$ cat src/verilog/lbist_macros.svh
`ifndef LBIST_MACROS_SVH
`define LBIST_MACROS_SVH

// Pattern generator widths and pattern count width
`define LBIST_A_BITS   16
`define LBIST_B_BITS   8
`define LBIST_CNT_BITS 10

// ==============================
// LFSR tap table, widths 2 to 44 and 64
// ==============================

// Widths the tap table covers
`define LBIST_WIDTH_OK(w) ((((w) >= 2) && ((w) <= 44)) || ((w) == 64))

// Widths using four taps and XNOR feedback, all others use two taps and XOR
`define LBIST_FOUR_TAP(w) ( \
    (w)==8  || (w)==12 || (w)==13 || (w)==14 || (w)==16 || (w)==19 || (w)==24 || (w)==26 || \
    (w)==27 || (w)==30 || (w)==32 || (w)==34 || (w)==37 || (w)==38 || (w)==40 || (w)==64)

`define LBIST_TAP1(w) ( \
    (w)==2  ?  0 : (w)==3  ?  1 : (w)==4  ?  2 : (w)==5  ?  2 : (w)==6  ?  4 : (w)==7  ?  5 : \
    (w)==8  ?  3 : (w)==9  ?  4 : (w)==10 ?  6 : (w)==11 ?  8 : (w)==12 ?  5 : (w)==13 ?  8 : \
    (w)==14 ?  8 : (w)==15 ? 13 : (w)==16 ? 10 : (w)==17 ? 13 : (w)==18 ? 10 : (w)==19 ? 13 : \
    (w)==20 ? 16 : (w)==21 ? 18 : (w)==22 ? 20 : (w)==23 ? 17 : (w)==24 ? 19 : (w)==25 ? 21 : \
    (w)==26 ? 19 : (w)==27 ? 21 : (w)==28 ? 24 : (w)==29 ? 26 : (w)==30 ? 23 : (w)==31 ? 27 : \
    (w)==32 ? 25 : (w)==33 ? 18 : (w)==34 ? 24 : (w)==35 ? 32 : (w)==36 ? 25 : (w)==37 ? 30 : \
    (w)==38 ? 31 : (w)==39 ? 34 : (w)==40 ? 35 : (w)==41 ? 37 : (w)==42 ? 38 : (w)==43 ? 40 : \
    (w)==44 ? 39 : (w)==64 ? 59 : 0)

`define LBIST_TAP2(w) ( \
    (w)==2  ?  1 : (w)==3  ?  2 : (w)==4  ?  3 : (w)==5  ?  4 : (w)==6  ?  5 : (w)==7  ?  6 : \
    (w)==8  ?  4 : (w)==9  ?  8 : (w)==10 ?  9 : (w)==11 ? 10 : (w)==12 ?  7 : (w)==13 ?  9 : \
    (w)==14 ? 10 : (w)==15 ? 14 : (w)==16 ? 12 : (w)==17 ? 16 : (w)==18 ? 17 : (w)==19 ? 16 : \
    (w)==20 ? 19 : (w)==21 ? 20 : (w)==22 ? 21 : (w)==23 ? 22 : (w)==24 ? 20 : (w)==25 ? 24 : \
    (w)==26 ? 20 : (w)==27 ? 22 : (w)==28 ? 27 : (w)==29 ? 28 : (w)==30 ? 25 : (w)==31 ? 30 : \
    (w)==32 ? 26 : (w)==33 ? 32 : (w)==34 ? 28 : (w)==35 ? 34 : (w)==36 ? 35 : (w)==37 ? 32 : \
    (w)==38 ? 34 : (w)==39 ? 38 : (w)==40 ? 37 : (w)==41 ? 40 : (w)==42 ? 41 : (w)==43 ? 42 : \
    (w)==44 ? 43 : (w)==64 ? 60 : 0)

// Third and fourth taps exist only for the four-tap widths
`define LBIST_TAP3(w) ( \
    (w)==8  ?  5 : (w)==12 ? 10 : (w)==13 ? 11 : (w)==14 ? 12 : (w)==16 ? 13 : (w)==19 ? 17 : \
    (w)==24 ? 22 : (w)==26 ? 24 : (w)==27 ? 24 : (w)==30 ? 27 : (w)==32 ? 29 : (w)==34 ? 29 : \
    (w)==37 ? 33 : (w)==38 ? 36 : (w)==40 ? 38 : (w)==64 ? 62 : 0)

`define LBIST_TAP4(w) ( \
    (w)==8  ?  7 : (w)==12 ? 11 : (w)==13 ? 12 : (w)==14 ? 13 : (w)==16 ? 15 : (w)==19 ? 18 : \
    (w)==24 ? 23 : (w)==26 ? 25 : (w)==27 ? 26 : (w)==30 ? 29 : (w)==32 ? 31 : (w)==34 ? 33 : \
    (w)==37 ? 36 : (w)==38 ? 37 : (w)==40 ? 39 : (w)==64 ? 63 : 0)

// ==============================
// Signature register
// ==============================
`define LBIST_SIG_BITS   17
`define LBIST_SIG_TAP_HI 16
`define LBIST_SIG_TAP_LO 13

`endif

$ cat src/verilog/cut_pkg.sv
`include "lbist_macros.svh"

package cut_pkg;

    // Pattern from generator A
    typedef logic [`LBIST_A_BITS-1:0] operand_a_t;

    // Pattern from generator B
    typedef logic [`LBIST_B_BITS-1:0] operand_b_t;

    // Adder response, one extra bit for the carry out
    typedef logic [`LBIST_A_BITS:0] cut_resp_t;

endpackage

$ cat src/verilog/lbist_pkg.sv
`include "lbist_macros.svh"

package lbist_pkg;

    // Test request, count of zero is not allowed
    typedef struct packed {
        logic [`LBIST_A_BITS-1:0]   seed_a;
        logic [`LBIST_B_BITS-1:0]   seed_b;
        logic [`LBIST_CNT_BITS-1:0] count;
    } lbist_req_t;

    // Final signature with the request count echoed back
    typedef struct packed {
        logic [`LBIST_SIG_BITS-1:0] signature;
        logic [`LBIST_CNT_BITS-1:0] count;
    } lbist_result_t;

    typedef enum logic [1:0] {
        IDLE,
        RUN,
        DRAIN,
        REPORT
    } ctrl_state_t;

endpackage

$ cat src/verilog/lfsr_gen.sv
`timescale 1ns/1ps
`include "lbist_macros.svh"

module lfsr_gen
    import cut_pkg::*;
#(
    parameter type PAYLOAD_T = operand_a_t
) (
    input  logic     clk,
    input  logic     reset,
    input  logic     seed_load,
    input  PAYLOAD_T seed,
    input  logic     gen_clear,
    input  logic     pattern_rdy,
    output logic     pattern_val,
    output PAYLOAD_T pattern
);

    localparam int WIDTH    = $bits(PAYLOAD_T);
    localparam int T1       = `LBIST_TAP1(WIDTH);
    localparam int T2       = `LBIST_TAP2(WIDTH);
    localparam int T3       = `LBIST_TAP3(WIDTH);
    localparam int T4       = `LBIST_TAP4(WIDTH);
    localparam bit FOUR_TAP = `LBIST_FOUR_TAP(WIDTH);

    typedef enum logic {
        GEN_IDLE,
        GEN_RUN
    } gen_state_t;

    gen_state_t state;
    gen_state_t next_state;
    PAYLOAD_T   q;
    PAYLOAD_T   q_next;
    logic       feedback;

    // ==============================
    // Feedback
    // ==============================
    generate
        if (!(`LBIST_WIDTH_OK(WIDTH))) begin : g_unsupported
            $fatal(1, "lfsr_gen: no tap entry for pattern width %0d", WIDTH);
        end

        if (FOUR_TAP) begin : g_four_tap
            assign feedback = ~(q[T1] ^ q[T2] ^ q[T3] ^ q[T4]);
        end else begin : g_two_tap
            assign feedback = q[T1] ^ q[T2];
        end
    endgenerate

    // Shift left, new bit enters at the bottom
    assign q_next = PAYLOAD_T'({q[WIDTH-2:0], feedback});

    // ==============================
    // Control
    // ==============================
    always_comb begin
        next_state = state;
        case (state)
            GEN_IDLE: if (seed_load) next_state = GEN_RUN;
            GEN_RUN:  if (gen_clear) next_state = GEN_IDLE;
            default:  next_state = GEN_IDLE;
        endcase
    end

    always_ff @(posedge clk) begin
        if (reset) begin
            state <= GEN_IDLE;
        end else begin
            state <= next_state;
        end
    end

    // Seed taken in idle, one step per accepted pattern
    always_ff @(posedge clk) begin
        if (state == GEN_IDLE && seed_load) begin
            q <= seed;
        end else if (state == GEN_RUN && pattern_rdy) begin
            q <= q_next;
        end
    end

    assign pattern_val = (state == GEN_RUN);
    assign pattern     = pattern_val ? q : '0;

endmodule

$ cat src/verilog/cut_adder.sv
`timescale 1ns/1ps

module cut_adder
    import cut_pkg::*;
(
    input  logic       clk,
    input  logic       reset,
    input  operand_a_t a,
    input  operand_b_t b,
    input  logic       step,
    output logic       resp_val,
    output cut_resp_t  resp
);

    // One-cycle valid behind each step
    always_ff @(posedge clk) begin
        if (reset) begin
            resp_val <= 1'b0;
        end else begin
            resp_val <= step;
        end
    end

    // Both operands zero-extended to the full response width
    always_ff @(posedge clk) begin
        if (step) begin
            resp <= cut_resp_t'(a) + cut_resp_t'(b);
        end
    end

endmodule

$ cat src/verilog/lbist_ctrl.sv
`timescale 1ns/1ps
`include "lbist_macros.svh"

module lbist_ctrl
    import cut_pkg::*;
    import lbist_pkg::*;
(
    input  logic          clk,
    input  logic          reset,
    input  lbist_req_t    req,
    input  logic          req_val,
    output logic          req_rdy,
    output lbist_result_t result,
    output logic          result_val,
    input  logic          result_rdy,
    output logic          seed_load,
    output operand_a_t    seed_a,
    output operand_b_t    seed_b,
    output logic          gen_clear,
    output logic          pattern_rdy,
    input  logic          resp_val,
    input  cut_resp_t     resp
);

    localparam int CNT_W = `LBIST_CNT_BITS;
    localparam int SIG_W = `LBIST_SIG_BITS;

    ctrl_state_t      state;
    ctrl_state_t      next_state;
    logic [CNT_W-1:0] remaining;
    logic [CNT_W-1:0] count_q;
    logic [SIG_W-1:0] signature;
    logic [SIG_W-1:0] sig_next;
    logic             accept;
    logic             last_step;

    // ==============================
    // Handshakes
    // ==============================
    assign req_rdy     = (state == IDLE);
    assign accept      = req_val && req_rdy;
    assign result_val  = (state == REPORT);
    assign gen_clear   = result_val && result_rdy;
    assign pattern_rdy = (state == RUN);

    // Seeds go straight through, generators load on the accept edge
    assign seed_load = accept;
    assign seed_a    = req.seed_a;
    assign seed_b    = req.seed_b;

    // Remaining count of one or zero
    assign last_step = (remaining[CNT_W-1:1] == '0);

    // ==============================
    // FSM
    // ==============================
    always_comb begin
        next_state = state;
        case (state)
            IDLE:    if (accept) next_state = RUN;
            RUN:     if (last_step) next_state = DRAIN;
            DRAIN:   if (resp_val) next_state = REPORT;
            REPORT:  if (result_rdy) next_state = IDLE;
            default: next_state = IDLE;
        endcase
    end

    always_ff @(posedge clk) begin
        if (reset) begin
            state     <= IDLE;
            remaining <= '0;
        end else begin
            state <= next_state;
            if (accept) begin
                remaining <= req.count;
            end else if (state == RUN) begin
                remaining <= remaining - 1'b1;
            end
        end
    end

    // ==============================
    // Signature
    // ==============================
    // MISR step, shift with feedback then fold in the response
    assign sig_next = {signature[SIG_W-2:0],
                       signature[`LBIST_SIG_TAP_HI] ^ signature[`LBIST_SIG_TAP_LO]} ^ resp;

    always_ff @(posedge clk) begin
        if (accept) begin
            signature <= '0;
            count_q   <= req.count;
        end else if (resp_val) begin
            signature <= sig_next;
        end
    end

    // No responses arrive in REPORT so the result holds under back-pressure
    assign result = '{signature: signature, count: count_q};

endmodule

$ cat src/verilog/lbist_top.sv
`timescale 1ns/1ps

module lbist_top
    import cut_pkg::*;
    import lbist_pkg::*;
(
    input  logic          clk,
    input  logic          reset,
    input  lbist_req_t    req,
    input  logic          req_val,
    output logic          req_rdy,
    output lbist_result_t result,
    output logic          result_val,
    input  logic          result_rdy
);

    logic       seed_load;
    logic       gen_clear;
    logic       pattern_rdy;
    operand_a_t seed_a;
    operand_b_t seed_b;
    operand_a_t pattern_a;
    operand_b_t pattern_b;
    logic       resp_val;
    cut_resp_t  resp;

    // ==============================
    // Pattern generators
    // ==============================
    // Both run in lockstep on the shared pattern_rdy
    // Controller only paces them after loading, so pattern_val stays local
    lfsr_gen #(
        .PAYLOAD_T (operand_a_t)
    ) gen_a (
        .clk         (clk),
        .reset       (reset),
        .seed_load   (seed_load),
        .seed        (seed_a),
        .gen_clear   (gen_clear),
        .pattern_rdy (pattern_rdy),
        .pattern_val (),
        .pattern     (pattern_a)
    );

    lfsr_gen #(
        .PAYLOAD_T (operand_b_t)
    ) gen_b (
        .clk         (clk),
        .reset       (reset),
        .seed_load   (seed_load),
        .seed        (seed_b),
        .gen_clear   (gen_clear),
        .pattern_rdy (pattern_rdy),
        .pattern_val (),
        .pattern     (pattern_b)
    );

    // ==============================
    // Circuit under test and control
    // ==============================
    cut_adder cut (
        .clk      (clk),
        .reset    (reset),
        .a        (pattern_a),
        .b        (pattern_b),
        .step     (pattern_rdy),
        .resp_val (resp_val),
        .resp     (resp)
    );

    lbist_ctrl ctrl (
        .clk         (clk),
        .reset       (reset),
        .req         (req),
        .req_val     (req_val),
        .req_rdy     (req_rdy),
        .result      (result),
        .result_val  (result_val),
        .result_rdy  (result_rdy),
        .seed_load   (seed_load),
        .seed_a      (seed_a),
        .seed_b      (seed_b),
        .gen_clear   (gen_clear),
        .pattern_rdy (pattern_rdy),
        .resp_val    (resp_val),
        .resp        (resp)
    );

endmodule

$ cat config.mk
export PLATFORM = sky130hd
export DESIGN_NAME = lbist_top
export DESIGN_NICKNAME = d
export VERILOG_FILES = /design/src/verilog/cut_pkg.sv /design/src/verilog/lbist_pkg.sv /design/src/verilog/lfsr_gen.sv /design/src/verilog/cut_adder.sv /design/src/verilog/lbist_ctrl.sv /design/src/verilog/lbist_top.sv
export VERILOG_INCLUDE_DIRS = /design/src /design/src/verilog
export SDC_FILE = /design/constraint.sdc
export NUM_CORES = 1
export LEC_CHECK = 0
export BUFFER_PORTS_ARGS = -buffer_cell sky130_fd_sc_hd__buf_2
export CAP_MARGIN = 30
export CORE_ASPECT_RATIO = 1.4
export CORE_MARGIN = 10
export CORE_UTILIZATION = 50
export CTS_BUF_LIST = sky130_fd_sc_hd__clkbuf_8
export CTS_CLUSTER_SIZE = 16
export DETAILED_ROUTE_END_ITERATION = 10
export GPL_TIMING_DRIVEN = 0
export PLACE_DENSITY = 0.74
export SETUP_SLACK_MARGIN = 0.15
export SKIP_LAST_GASP = 1
export SYNTH_ARGS = -nofsm -noshare
export SYNTH_HDL_FRONTEND = slang
export SYNTH_SLANG_ARGS = --single-unit
export TNS_END_PERCENT = 50
$ cat constraint.sdc
create_clock -name clk -period 7.34 [get_ports clk]
set_input_delay 0.367 -clock clk [delete_from_list [all_inputs] [get_ports clk]]
set_output_delay 0.367 -clock clk [all_outputs]
set_load 0.01 [all_outputs]
== Word level (Yosys, flattened, before mapping) ==
Cells that the tools add are included.
Storage, ports and cells
  register bits after elaboration: 83
  word-level logic and storage cells: 60
  output and inout port bits: 29
Cells by class
  add/subtract/negate cells: 2
  muxes and demuxes: 17
  bitwise logic cells: 12
  reductions and logical operators: 12
  equal/unequal tests: 7
Operator list (number)
  two-way mux 16 bit: 3
  two-way mux 8 bit: 3
  two-way mux 10 bit: 2
  adder 16 x 8 -> 17 bit: 1
  XOR 17 bit: 1
  subtractor 10 x 1 -> 10 bit, second input constant: 1
  logical NOT 9 bit: 1
  two-way mux 2 bit: 4
  case mux 2 bit (4 select lines): 1
  XOR 1 bit: 7
  logical AND 1 bit: 6
  inequality test 2 bit, second input constant: 3
  nonzero test 2 bit: 3
  == test 2 bit, second input constant: 2
  NOT 1 bit: 4
  case mux 1 bit (2 select lines): 2
  AND reduction 4 bit: 1
  == test 2 x 1 -> 1 bit, second input constant: 1
  logical NOT 2 bit: 1
  two-way mux 1 bit: 2
  inequality test 2 x 1 -> 1 bit, second input constant: 1

== Longest topological paths before layout ==
  depth in word-level cells: 6
  gate-level depth with buffers: 9
  mapped depth without buffers: 8

== By module ==
Synthesis repeated with hierarchy kept, for this count alone.
Second synthesis, totals
  cells, all modules: 379
  area, all modules: 4345.4 um2
By module, submodules not included
  lbist_ctrl: area each 1899.3 um2, cells an instance 191, seq. area each 880.8 um2, instances 1
  cut_adder: area each 1053.5 um2, cells an instance 91, seq. area each 530.5 um2, instances 1
  lfsr_gen (gen_a): area each 897.1 um2, cells an instance 61, seq. area each 500.5 um2, instances 1
  lfsr_gen (gen_b): area each 495.5 um2, cells an instance 36, seq. area each 260.2 um2, instances 1

== Worst setup path after synthesis ==
OpenSTA, ideal clock, no wires.
  path kind: reg-to-reg
  from: register gen_a.state (netlist: gen_a.pattern_val)
  to: register cut.resp[12], data pin
  library setup time: 0.256 ns
  path buffers: 1
  cell stages (with the launch flop): 10
  data arrival time: 2.040 ns
  path slack: 5.044 ns
  data required time: 7.084 ns
  path through: dfxtp_1 -> clkbuf_1 -> and2_1 -> ha_1 -> fa_1 -> a211oi_1 -> o21ai_1 -> o2111ai_1 -> xor2_1 -> nor2_1
On the way
  word-level cells in the longest chain between the ends: 2
Ends and longest elaborated chain
  start: declaration: line lfsr_gen.sv:31  | gen_state_t state;
  start signal: assignment: line lfsr_gen.sv:71  | state <= next_state;
  two-way mux 16 bit: line lfsr_gen.sv:85  | assign pattern = pattern_val ? q : '0;
  adder 16 x 8 -> 17 bit: line cut_adder.sv:27  | resp <= cut_resp_t'(a) + cut_resp_t'(b);
  end signal: assignment: line cut_adder.sv:27
  end: declaration: line cut_adder.sv:12  | output cut_resp_t resp
Every way passes these cells.
A chain may end at the register's enable or synchronous reset.

== Worst setup path after layout ==
  from: register gen_a.state (netlist: gen_a.pattern_val)
  to: register cut.resp[15], data pin
Same word-level chain as after synthesis.

==> insert_results.sql <==
INSERT INTO impl_metrics (metric_group, metric, value, unit) VALUES
('run_status', 'outcome', 'finished, final reports clean', ''),
('layout', 'nets', '478', ''),
('clocking', 'hold_buffers', '0', ''),
('sta', 'final.setup_skew', '0.00786', 'ns'),
('clocking', 'cts_repair_resize_count', '0', ''),
('critical_path', 'timing.critical_path.from_type', 'flip-flop', ''),
('run', 'drv.max_cap_violation_count', '0', ''),
('sta', 'drv_slew', '0', ''),
('layout', 'layout.cells.most_common', 'buf_2', ''),
('global_route', 'grt_max_degree', '20', ''),
('floorplanning', 'num_io_pins', '67', ''),
('clocking', 'cts.sinks', '83', ''),
('critical_path', 'timing.reg2reg.setup_slack', '4.51', 'ns'),
('critical_path', 'setup.worst_path.class', 'reg -> reg', ''),
('sta', 'grt_setup_unrepaired', 'no', ''),
('clocking', 'postCtsSetupBuffers', '0', ''),
('detailed_routing', 'antenna_violating_nets_post_route', '0', ''),
('placed_design', 'dp_slack', '4.62', 'ns'),
('sta', 'finalSetupTns', '0', 'ns'),
('clocking', 'tritoncts', 'done', ''),
('min_path', 'hold_path_class', 'in -> reg', ''),
('synthesis', 'postSynthAreaPerCell', '11.5', 'sq um'),
('sta', 'layout_setup_ws', '4.51', 'ns'),
('synthesis', 'yosys_warnings', '0', ''),
('clocking', 'numCtsBuffers', '9', ''),
('sta', 'maxSlewHeadroom', '36.6', '%'),
('global_route', 'grt_overflow_total', '0', ''),
('global_route', 'grt_use_total', '13.7', '%'),
('sta', 'final-hold-violation-count', '0', ''),
('floorplanning', 'die_h', '126', 'um'),
('sta', 'max_clock_freq', '0.353', 'GHz'),
('global_route', 'grt_first_pass_wirelength', '13400', 'um'),
('sta', 'timing.final.crit_share', '38.6', '%'),
('pwr', 'irDropWorstVdd', '0.179', 'mV'),
('floorplanning', 'num_rows', '38', ''),
('layout', 'flow.area_growth_from_synthesis', '16.9', '%'),
('detailed_routing', 'dr_total_vias', '2813', ''),
('clocking', 'clk_transition_reported_paths', '0.09', 'ns'),
('synthesis', 'netlist-cell-type-count', '44', ''),
('clocking', 'max-clock-path-buffers', '2', ''),
('detailed_routing', 'detailedRoute.firstIterationViolations', '110', ''),
('detailed_routing', 'drt_drc_violations_left', '0', ''),
('min_path', 'timing.hold.worst_path_depth', '1', ''),
('critical_path', 'critPathMaxFanout', '10', ''),
('pwr', 'leakagePower', '1.80', 'nW'),
('floorplanning', 'initial_core_util', '51.5', '%'),
('floorplanning', 'placeableCoreArea', '7800', 'sq um'),
('placed_design', 'dp_hpwl', '6100', 'um'),
('synthesis', 'synthCells', '349', ''),
('global_route', 'grt_antenna_before_repair', '0', ''),
('critical_path', 'worst-endpoint-arrival', '2.92', 'ns'),
('detailed_routing', 'drt_first_pass_iters', '5', ''),
('critical_path', 'reg2reg_to', 'cut.resp[15]', ''),
('critical_path', 'worstReg2RegStart', 'gen_a.pattern_val', ''),
('placed_design', 'place_congestion', '0.881', ''),
('global_route', 'number_of_global_route_vias_before_repair', '2919', ''),
('critical_path', 'worst_setup_path_end_kind', 'flip-flop', ''),
('synthesis', 'synth.cell_area', '4010', 'sq um'),
('clocking', 'h-tree-depth', '3', ''),
('sta', 'period_minus_slack', '2.83', 'ns'),
('sta', 'tightest_slew', '0.951', 'ns'),
('synthesis', 'synth_sequential_area_ratio', '54.1', '%'),
('synthesis', 'synth_fp_nets', '401', ''),
('synthesis', 'yosys_most_used_dff', 'edfxtp_1', ''),
('synthesis', 'synth_async_sr_flop_share', '0', '%'),
('detailed_routing', 'drt_wl_total', '8130', 'um'),
('min_path', 'hold_path_startpoint', 'req[6]', ''),
('sta', 'whs', '0.200', 'ns'),
('critical_path', 'cp_data_required_time', '7.43', 'ns'),
('synthesis', 'number_of_enable_flip_flop_cells_after_synthesis', '51', ''),
('placed_design', 'place.port_buffers', '66', ''),
('layout', 'antennaDiodeCount', '0', ''),
('detailed_routing', 'routedWlPerCell', '15.3', 'um'),
('clocking', 'worst_skew_pair.late_latency', '0.35', 'ns'),
('min_path', 'hold_critical_path_endpoint', 'ctrl.count_q[6]', ''),
('layout', 'post_route_cells_drive_above_1_share', '25.5', '%'),
('clocking', 'ctsRootBufferMaster', 'clkbuf_8', ''),
('layout', 'mostFrequentLayoutCells', 'buf_2, edfxtp_1, nor2_1', ''),
('floorplanning', 'design.die.area', '12100', 'sq um'),
('detailed_routing', 'vias_per_cell', '5.30', ''),
('sta', 'setup_viol', '0', ''),
('pwr', 'p_per_area', '422', 'nW/um^2'),
('critical_path', 'worst-r2r-cell-count', '8', ''),
('synthesis', 'ys_seq_elements', '83', ''),
('floorplanning', 'die_x', '95.7', 'um');
## worst max-delay path: stages, from the launching register on
cell      delay [ns]
dfxtp_1         0.43
clkbuf_1        0.29
and2_1          0.23
ha_1            0.26
a211oi_1        0.33
o211ai_1        0.15
a31oi_1         0.58
or4b_1          0.21
a21oi_1         0.08
## how the worst max path moves through the flow
stage                      start  depth (start not counted)      endpoint  slack [ns]
2_1_floorplan  gen_a.pattern_val                          9  cut.resp[12]        5.04
3_3_place_gp   gen_a.pattern_val                          8  cut.resp[15]        4.69
3_5_place_dp   gen_a.pattern_val                          8  cut.resp[15]        4.62
4_1_cts        gen_a.pattern_val                          8  cut.resp[15]        4.59
5_1_grt        gen_a.pattern_val                          8  cut.resp[15]        4.41
6_report       gen_a.pattern_val                          8  cut.resp[15]        4.51
## where the power goes
| part | leakage, nW | internal [W] | switching (W) |
|---|---|---|---|
| Clock | 0.111 | 0.000194 | 0.000174 |
| Sequential | 0.751 | 0.000739 | 0.000142 |
| Combinational | 0.943 | 0.000339 | 0.000389 |
| Total | 1.80 | 0.00127 | 0.000706 |
## synthesized netlist by cell type (all sizes together) (3+ instances only)
master  count  area [sq um]
nor4        3          33.8
a21oi      15          75.1
and2       17           106
nand2      19          71.3
edfxtp     51          1530
nand3       5          25.0
mux2       22           248
nor2       37           139
dfxtp      32           641
a311oi      3          26.3
o211ai      5          37.5
or3         4          25.0
inv        10          37.5
xnor2      29           254
o21ai       8          40.0
a211oi     25           193
buf         3          20.0
xor2       11          96.3
ha         13           163
clkbuf     12          45.0
## through the flow
step	instances	power [W]	instance area (sq um)	utilization (%)
after floorplan	349	0.00140	4010	-
after global placement	515	0.00159	4470	57.3
final	531	0.00198	4690	60.2
after CTS	531	0.00200	4690	60.2
after detailed placement	515	0.00163	4470	57.3
after global routing	531	0.00212	4690	60.2
## registers in the layout, summed over array words and instances (netlist names)
signal and count:
ctrl.count_q 10, ctrl.remaining 10, ctrl.signature 17, ctrl.state 2, cut.resp 17, cut.resp_val 1
gen_a.pattern_val 1, gen_a.q 16, gen_b.pattern_val 1, gen_b.q 8
## cell families (layout without fill, tap and decap cells)
kind of cell             Yosys count  in the layout  synth area share [%]
buffers and inverters             26            108                  2.65
AND/OR/NAND/NOR                   94             94                  11.8
flip-flops                        83             83                  54.1
adder cells (fa/ha/maj)           14             14                  4.55
multiplexers                      24             24                  6.67
XOR/XNOR                          40             40                  8.73
AO/OA/AOI/OAI                     68             68                  11.5
## per-layer routing
metal,vias to the layer above,share of wire [%],GRT usage [%]
met5,-,0,0
met4,0,2.2,6.35
met3,12,6.6,3.92
met2,73,49,23.2
met1,1311,42,15.2
li1,1417,-,-
## area by class of cell
class                           instances  area, sq um
Inverter                               11         41.3
Clock buffer                            9          124
Clock inverter                          7         97.6
Buffer                                 15         65.1
Sequential cell                        83         2170
Tap cell                              100          125
Multi-Input combinational cell        240         1740
Fill cell                             689         3110
Timing Repair Buffer                   66          330
(Power assumes the default switching activity.)
